**config.mk**
```make
export PLATFORM = sky130hd
export DESIGN_NAME = booth_mult
export DESIGN_NICKNAME = d
export VERILOG_FILES = /design/src/booth_pkg.sv /design/src/booth_ctrl_if.sv /design/src/booth_mult.sv /design/src/booth_datapath.sv /design/src/booth_step_counter.sv /design/src/booth_ctrl.sv
export VERILOG_INCLUDE_DIRS = /design/src
export SDC_FILE = /design/constraint.sdc
export NUM_CORES = 1
export LEC_CHECK = 0
export BUFFER_PORTS_ARGS = -buffer_cell sky130_fd_sc_hd__buf_2
export CORE_MARGIN = 2
export CORE_UTILIZATION = 55
export CTS_BUF_LIST = sky130_fd_sc_hd__clkbuf_2 sky130_fd_sc_hd__clkbuf_4 sky130_fd_sc_hd__clkbuf_8
export CTS_CLUSTER_DIAMETER = 60
export DETAILED_ROUTE_END_ITERATION = 8
export GPL_TIMING_DRIVEN = 0
export PLACE_DENSITY_LB_ADDON = 0.1
export SYNTH_ARGS = -nofsm -noshare
export SYNTH_HDL_FRONTEND = slang
export SYNTH_SLANG_ARGS = --single-unit
```
**constraint.sdc**
```tcl
create_clock -name clk -period 5.5 [get_ports clk]
set_input_delay 0.275 -clock clk [delete_from_list [all_inputs] [get_ports clk]]
set_output_delay 0.275 -clock clk [all_outputs]
set_load 0.005 [all_outputs]
```
**src/booth_defs.svh**
```systemverilog
`ifndef BOOTH_DEFS_SVH
`define BOOTH_DEFS_SVH

// operand width in bits.
`define BOOTH_WIDTH 8

// product width.
`define BOOTH_PROD_W (2 * `BOOTH_WIDTH)

// step counter width, wide enough to reach BOOTH_WIDTH.
`define BOOTH_CNT_W ($clog2(`BOOTH_WIDTH + 1))

`endif
```
**src/booth_pkg.sv**
```systemverilog
package booth_pkg;

    // controller states.
    typedef enum logic [1:0] {
        IDLE = 2'b00, // waiting for operands.
        BUSY = 2'b01, // booth steps in progress.
        HOLD = 2'b10  // product waiting for dest_ready.
    } ctrl_state_e;

    // operation on the accumulator before each shift.
    typedef enum logic [1:0] {
        ALU_NONE = 2'b00, // recoding bits 00 or 11.
        ALU_ADD  = 2'b01, // recoding bits 01.
        ALU_SUB  = 2'b10  // recoding bits 10.
    } alu_op_e;

endpackage

```
**src/booth_ctrl_if.sv**
```systemverilog
interface booth_ctrl_if;

    logic                load;    // one-cycle operand capture.
    logic                step_en; // one booth step per edge.
    booth_pkg::alu_op_e  alu_op;
    logic                q0;      // low bit of the multiplier register.
    logic                q_1;     // bit shifted out last step.
    logic                done;    // all steps performed.

    modport ctrl (
        output load,
        output step_en,
        output alu_op,
        input  q0,
        input  q_1,
        input  done
    );

    modport dp (
        input  load,
        input  step_en,
        input  alu_op,
        output q0,
        output q_1
    );

    modport cnt (
        input  load,
        input  step_en,
        output done
    );

endinterface

```
**src/booth_mult.sv**
```systemverilog
`include "booth_defs.svh"

module booth_mult (
    input  logic                      clk,
    input  logic                      rst,
    input  logic                      src_valid,
    input  logic                      dest_ready,
    input  logic [`BOOTH_WIDTH-1:0]   multiplicand,
    input  logic [`BOOTH_WIDTH-1:0]   multiplier,
    output logic                      src_ready,
    output logic                      dest_valid,
    output logic [`BOOTH_PROD_W-1:0]  product
);

    // steering and status between the three blocks.
    booth_ctrl_if u_ctrl_if ();

    booth_ctrl u_ctrl (
        .clk        (clk),
        .rst        (rst),
        .src_valid  (src_valid),
        .dest_ready (dest_ready),
        .src_ready  (src_ready),
        .dest_valid (dest_valid),
        .ctl        (u_ctrl_if.ctrl)
    );

    booth_step_counter u_step_counter (
        .clk (clk),
        .rst (rst),
        .cnt (u_ctrl_if.cnt)
    );

    booth_datapath u_datapath (
        .clk          (clk),
        .rst          (rst),
        .multiplicand (multiplicand),
        .multiplier   (multiplier),
        .product      (product),
        .dp           (u_ctrl_if.dp)
    );

endmodule

```
**src/booth_datapath.sv**
```systemverilog
`include "booth_defs.svh"

module booth_datapath (
    input  logic                      clk,
    input  logic                      rst,
    input  logic [`BOOTH_WIDTH-1:0]   multiplicand,
    input  logic [`BOOTH_WIDTH-1:0]   multiplier,
    output logic [`BOOTH_PROD_W-1:0]  product,
    booth_ctrl_if.dp                  dp
);

    localparam int unsigned W = `BOOTH_WIDTH;

    // accumulator and multiplicand carry one guard bit so that
    // subtracting the most negative multiplicand cannot overflow.
    logic [W:0]   m_q;
    logic [W:0]   a_q;
    logic [W-1:0] q_q;
    logic         q_1_q;

    logic [W:0]   m_ext;
    logic [W:0]   addend;
    logic         carry_in;
    logic [W:0]   sum;

    // sign extension of the incoming multiplicand.
    assign m_ext = {multiplicand[W-1], multiplicand};

    always_ff @(posedge clk) begin
        if (dp.load) begin
            m_q <= m_ext;
        end
    end

    // one adder serves both add and subtract.
    always_comb begin
        case (dp.alu_op)
            booth_pkg::ALU_ADD: begin
                addend   = m_q;
                carry_in = 1'b0;
            end
            booth_pkg::ALU_SUB: begin
                addend   = ~m_q; // two's complement negate.
                carry_in = 1'b1;
            end
            default: begin
                addend   = '0;
                carry_in = 1'b0;
            end
        endcase
    end

    assign sum = a_q + addend + {{W{1'b0}}, carry_in};

    always_ff @(posedge clk or negedge rst) begin
        if (!rst) begin
            a_q   <= '0;
            q_q   <= '0;
            q_1_q <= 1'b0;
        end else if (dp.load) begin
            a_q   <= '0;
            q_q   <= multiplier;
            q_1_q <= 1'b0;
        end else if (dp.step_en) begin
            // arithmetic shift right of {sum, q, q_1}.
            a_q   <= {sum[W], sum[W:1]};
            q_q   <= {sum[0], q_q[W-1:1]};
            q_1_q <= q_q[0];
        end
    end

    assign dp.q0  = q_q[0];
    assign dp.q_1 = q_1_q;

    // guard bit dropped, the product always fits 2*W bits.
    assign product = {a_q[W-1:0], q_q};

endmodule

```
**src/booth_step_counter.sv**
```systemverilog
`include "booth_defs.svh"

module booth_step_counter (
    input  logic        clk,
    input  logic        rst,
    booth_ctrl_if.cnt   cnt
);

    localparam int unsigned CNT_W = `BOOTH_CNT_W;

    logic [CNT_W-1:0] count_q;

    always_ff @(posedge clk or negedge rst) begin
        if (!rst) begin
            count_q <= '0;
        end else if (cnt.load) begin
            count_q <= '0; // new operation.
        end else if (cnt.step_en) begin
            count_q <= count_q + 1'b1;
        end
    end

    // high once every operand bit has been recoded.
    assign cnt.done = (count_q == CNT_W'(`BOOTH_WIDTH));

endmodule

```
**src/booth_ctrl.sv**
```systemverilog
`include "booth_defs.svh"

module booth_ctrl (
    input  logic         clk,
    input  logic         rst,
    input  logic         src_valid,
    input  logic         dest_ready,
    output logic         src_ready,
    output logic         dest_valid,
    booth_ctrl_if.ctrl   ctl
);

    booth_pkg::ctrl_state_e state_q;
    booth_pkg::ctrl_state_e state_d;
    booth_pkg::alu_op_e     recode_op;

    always_ff @(posedge clk or negedge rst) begin
        if (!rst) begin
            state_q <= booth_pkg::IDLE;
        end else begin
            state_q <= state_d;
        end
    end

    // radix-2 recoding of {q0, q_1}.
    always_comb begin
        case ({ctl.q0, ctl.q_1})
            2'b01: begin
                recode_op = booth_pkg::ALU_ADD;
            end
            2'b10: begin
                recode_op = booth_pkg::ALU_SUB;
            end
            default: begin
                recode_op = booth_pkg::ALU_NONE;
            end
        endcase
    end

    always_comb begin
        state_d     = state_q;
        src_ready   = 1'b0;
        dest_valid  = 1'b0;
        ctl.load    = 1'b0;
        ctl.step_en = 1'b0;
        ctl.alu_op  = booth_pkg::ALU_NONE;

        case (state_q)
            booth_pkg::IDLE: begin
                src_ready = 1'b1;
                if (src_valid) begin
                    ctl.load = 1'b1; // operands taken on this edge.
                    state_d  = booth_pkg::BUSY;
                end
            end

            booth_pkg::BUSY: begin
                if (ctl.done) begin
                    dest_valid = 1'b1;
                    if (dest_ready) begin
                        state_d = booth_pkg::IDLE;
                    end else begin
                        state_d = booth_pkg::HOLD;
                    end
                end else begin
                    ctl.step_en = 1'b1;
                    ctl.alu_op  = recode_op;
                end
            end

            booth_pkg::HOLD: begin
                dest_valid = 1'b1; // product frozen, done stays set.
                if (dest_ready) begin
                    state_d = booth_pkg::IDLE;
                end
            end

            default: begin
                state_d = booth_pkg::IDLE;
            end
        endcase
    end

endmodule

```
# Word-level counts from Yosys, hierarchy flattened
# Cells that the tools add are included.
# totals
regBits	32
inputBits	20
out_inout_bits	18
# classes
add_sub_neg	3
n_eq_ne	10
n_mux	25
n_bitwise	1
reduce_logical	3
# op_table
op	n
$mux 9	2
$pmux 9 s2	1
$mux 8	2
$mux 2	6
$add 9x1->9	1
$add 9x9->9	1
$mux 1	9
$not 9->9	1
$mux 4	2
$eq 2x1->1 const B	3
$eq 2x2->1 const B	3
$pmux 2 s3	1
$add 4x1->4 const B	1
$eq 4x4->1 const B	1
$ne 2x2->1 const B	2
$pmux 2 s2	1
$reduce_and 3->1	1
$logic_not 2->1	1
$ne 2x1->1 const B	1
$pmux 1 s2	1
$reduce_bool 2->1	1

# Logic depth before layout (Yosys ltp)
# depth
depth_word	10
depth_mapped	13
mapped_depth_nobuf	11

# By module
# Synthesis repeated with hierarchy kept, for this count alone.
# unflattened
hier_cells	182
hier_area_um2	1905.6
# by_module_without_submodules
mod	instances	cells_per_inst	area_each_um2	seq_area_each_um2
booth_datapath	1	141	1455.1	665.6
booth_ctrl	1	20	230.2	50.0
booth_step_counter	1	21	220.2	100.1

# Worst setup path before layout
# Ideal clock, no wire load.
# synth_timing
path_kind	register to register
startpoint	reg u_step_counter.count_q[0]
endpoint	reg u_datapath.a_q[5]
setup_time_ns	0.094
t_arrival_ns	2.672
required_ns	5.406
slack_ns	2.734
path_stages_with_launch	11
path_buffers	0
cell_sequence	dfrtp_1 > inv_1 > ha_1 > and3b_4 > or3_1 > fa_1 > fa_1 > nor2b_1 > o31ai_2 > a21o_1 > a211oi_1
# synth_between
elab_chain_cells	9
elab_cells_between_ends	14
# synth_lines
item	line	text
from (decl)	booth_step_counter.sv:11	logic [CNT_W-1:0] count_q;
from (signal assigned)	booth_step_counter.sv:19	count_q <= count_q + 1'b1;
$eq 4x4->1 (*)	booth_step_counter.sv:24	assign cnt.done = (count_q == CNT_W'(`BOOTH_WIDTH));
$mux 2	booth_ctrl.sv:58	if (ctl.done) begin
$mux 2	booth_ctrl.sv:48	case (state_q)
$eq 2x2->1 or $eq 2x1->1 (tied branches)	booth_datapath.sv:37	case (dp.alu_op)
$pmux 9 s2	booth_datapath.sv:37	
$add 9x9->9	booth_datapath.sv:53	assign sum = a_q + addend + {{W{1'b0}}, carry_in};
$add 9x1->9	booth_datapath.sv:53	
$mux 9	booth_datapath.sv:64	end else if (dp.step_en) begin
$mux 9	booth_datapath.sv:60	end else if (dp.load) begin
to (signal assigned)	booth_datapath.sv:66	a_q <= {sum[W], sum[W:1]};
to (decl)	booth_datapath.sv:17	logic [W:0] a_q;
# Every way passes the cells marked *; elsewhere a longest branch is shown, timed or not. The select of a mux whose other input is x is not followed.
# A chain may end at the register's enable or synchronous reset.

# Worst setup path after layout
# layout_timing
startpoint	reg u_ctrl.state_q[1]
endpoint	reg u_datapath.a_q[5]
# layout_between
elab_chain_cells	8
elab_cells_between_ends	14
# layout_lines
item	line	text
from (decl)	booth_ctrl.sv:13	booth_pkg::ctrl_state_e state_q;
from (signal assigned)	booth_ctrl.sv:19	state_q <= booth_pkg::IDLE;
from (signal assigned)	booth_ctrl.sv:21	state_q <= state_d;
$eq 2x1->1	booth_ctrl.sv:48	
$mux 2	booth_ctrl.sv:48	
$eq 2x2->1 or $eq 2x1->1 (tied branches)	booth_datapath.sv:37	
$pmux 9 s2	booth_datapath.sv:37	
$add 9x9->9	booth_datapath.sv:53	
$add 9x1->9	booth_datapath.sv:53	
$mux 9	booth_datapath.sv:64	
$mux 9	booth_datapath.sv:60	
# Several ways; a longest one is shown, not always the timed one. The select of a mux whose other input is x is not followed.

==> impl_metrics.py <==
metrics = {
    "clock_tree": {
        "cts.sinks": 31,
        "cts-buffers-inserted": 5,
        "htree_levels": 2,
        "path_clk_slew_ns": 0.09,
        "cts.root.buffer_cell": "clkbuf_4",
        "clockBufferDepth": 2,
        "clock_latency_ns": 0.33,
        "cts_tree": "yes",
    },
    "die": {
        "dieArea_sq_mm": 0.00398,
        "die_y_um": 63.1,
        "initial_core_util_pct": 57.6,
        "die_w_um": 63.1,
        "core-area_sq_mm": 0.00334,
        "io_pins": 38,
        "placementRows": 21,
    },
    "layout": {
        "nets": 288,
        "fin_util_pct": 66.9,
        "drive_gt1_share_pct": 24.3,
        "regArea_sq_um": 816,
        "stdcell_area_sq_mm": 0.00223,
        "fillCellCount": 301,
        "area_growth_pct": 16.1,
        "antennaDiodeCount": 0,
        "fin_cells": 301,
        "multi_input_area_sq_um": 998,
    },
    "placed_design": {
        "hpwl_mm": 2.88,
        "place_ws_ns": 2.54,
        "place_area_sq_mm": 0.00216,
        "gp_congestion": 0.893,
        "place.port_buffers": 37,
        "dp.cells": 292,
    },
    "detailed_routing": {
        "routed_wl_mm": 3.89,
        "viasPerCell": 5.37,
        "drtAntennaViolNets": 0,
        "drc": 0,
        "drt_pass1_iterations": 4,
        "wire_per_inst_um": 12.9,
        "drtIter0Drc": 115,
        "vias": 1616,
    },
    "power_and_ir_drop": {
        "power_density_mw_per_mm2": 525,
        "vdd_drop_max_mv": 0.260,
        "p_leak_uw": 0.00103,
    },
    "synthesis": {
        "ys_seq_elements": 31,
        "synth.avg_cell_area_sq_um": 9.20,
        "syn_area_sq_mm": 0.00192,
        "ys_types": 44,
        "synthArstFlopShare_pct": 74.2,
        "syn_nets": 243,
        "synth_cells": 209,
        "yosysSeqAreaShare_pct": 42.4,
        "yosys_warnings": 0,
        "synth_flop_cell": "dfrtp_1",
        "synth_edf_count": 8,
    },
    "worst_setup_path": {
        "cp.required_ns": 5.74,
        "crit_path_top_delay_cell": "fa_1",
        "cp-start-kind": "flop",
        "critPathMaxStageDelay_ns": 0.44,
        "cp_cell_sequence": "inv_1 > ha_1 > buf_4 > inv_1 > or3_1 > fa_1 > fa_1 > nor2b_1 > o31ai_2 > a21o_1 > a211oi_1",
        "r2r_start": "u_ctrl.state_q[1]$_DFFE_PN0P_",
        "cp_max_fo": 8,
        "critPathBufInv": 3,
        "end_kind": "flop",
        "crit_start": "u_ctrl.state_q[1]$_DFFE_PN0P_",
        "worstPathArrival_ns": 3.20,
        "critical_path_class": "reg2reg",
        "crit_family": "adder cells",
    },
    "hold_path": {
        "min_from": "multiplicand[0]",
        "hold_class": "in2reg",
    },
    "sta": {
        "slew_violations": 0,
        "hold_viol_final": 0,
        "clock.fmax_mhz": 338,
        "worstMarginPinSlew_ns": 0.890,
        "finalCritPeriodShare_pct": 53.7,
        "final.setup.worst_slack_ns": 2.54,
        "slew_headroom_pct": 40.7,
        "setup_violations": 0,
        "rsz0062_at_grt": "false",
        "finClkSkew_ns": 0.0100,
        "min_period_ns": 2.96,
        "tns_ns": 0,
    },
    "flow_run": {
        "max_cap_violations": 0,
    },
    "global_routing": {
        "overflow": 0,
        "antenna_found_initial": 0,
        "grt_max_degree": 24,
        "grt_pass1_wl_mm": 6.51,
        "track_usage_pct": 21.3,
        "grt_pass1_vias": 1431,
    },
    "status": {
        "outcome": "complete, no violations",
    },
}
==> cell type report <==
type | count | share of cell area, %
Clock buffer | 7 | 2.35
Inverter | 10 | 1.68
Clock inverter | 1 | 0.224
Buffer | 11 | 3.14
Sequential cell | 31 | 36.5
Timing Repair Buffer | 38 | 8.74
Tap cell | 46 | 2.58
Multi-Input combinational cell | 157 | 44.7
==> layout by cell type (no fill, tap or decap), drive strengths merged, types with 2 or more instances in the layout <==
cell and count:
nor2 34, o21a 4, fa 2, nor2b 4, a21oi 14, xnor2 2, ha 12, clkbuf 11
a211o 2, edfxtp 8, buf 44, inv 10, a211oi 5, nand2b 4, and2 2, or3 2
nand3 2, o211ai 2, a31oi 9, xor2 2, nand2 31, o21ai 10, dfrtp 23
==> flip-flops by register name, summed over array words and instances, names as in the netlist <==
register / cells
u_datapath.dp.q_1: 1
u_ctrl.state_q: 2
u_datapath.q_q: 8
u_step_counter.count_q: 4
u_datapath.a_q: 8
u_datapath.m_q: 8
==> path summary, 6_finish.rpt <==
kind                                                              end  slack (ns)  cells past startpoint
worst min-delay path                      u_datapath.m_q[0]$_DFFE_PP_        0.12                      1
worst max-delay path                    u_datapath.a_q[5]$_DFFE_PN0P_        2.54                     11
min in group asynchronous       u_step_counter.count_q[2]$_DFFE_PN0P_        0.45                      2
worst max register to register          u_datapath.a_q[5]$_DFFE_PN0P_        2.54                     11
max in group asynchronous               u_datapath.a_q[1]$_DFFE_PN0P_        4.67                      2
worst min register to register          u_ctrl.state_q[1]$_DFFE_PN0P_        0.54                      1
==> stage by stage <==
| stage | power, uW | hold slack [ns] |
|---|---|---|
| finish | 1170 | 0.117 |
| detailed placement | 1040 | 0.286 |
| CTS | 1180 | 0.0994 |
| global route | 1300 | 0.0798 |
| floorplan | 869 | -0.0206 |
| global placement | 1030 | 0.284 |
==> per-layer routing <==
metal	track usage (%)	routed length, um	vias up
met4	7.50	59	0
met5	0	0	-
met3	5.54	171	7
met1	30.1	1880	753
li1	-	-	816
met2	31.8	1790	40
==> where the power goes <==
group          switching, uW  leakage [uW]  internal, uW
Combinational            357      0.000635           286
Clock                   75.3     0.0000361          59.6
Sequential              66.0      0.000361           328
==> cell usage after synthesis (all sizes together), types with 2 or more instances <==
library cell	count	area [sq um]
a211o	2	18.8
a211oi	5	42.5
a21oi	14	77.6
a31oi	9	56.3
and2	2	12.5
buf	7	55.1
clkbuf	4	15.0
dfrtp	23	576
edfxtp	8	240
fa	2	40.0
ha	12	150
inv	10	37.5
nand2	31	116
nand2b	4	25.0
nand3	2	10.0
nor2	34	144
nor2b	4	25.0
o211ai	2	15.0
o21a	4	30.0
o21ai	10	50.0
or3	2	12.5
xnor2	2	17.5
xor2	2	17.5
==> cell families after synthesis <==
family	Yosys count	synth area share [%]
AOI/OAI and AO/OA	52	18.2
xor gates and xnor gates	4	1.82
adders and majority gates	14	9.90
buffers and inverters	21	5.60
DFF	31	42.4
muxes	1	0.586
and+or+nand+nor	86	21.5
==> timing repair <==
item                       4_1_cts  5_1_grt
hold buffers                     1        0
setup endpoints to repair        0        0
hold endpoints to repair        23        0
resized for setup                0        0
setup buffers                    0        0
No activity file was read; power rests on OpenSTA's default activity.
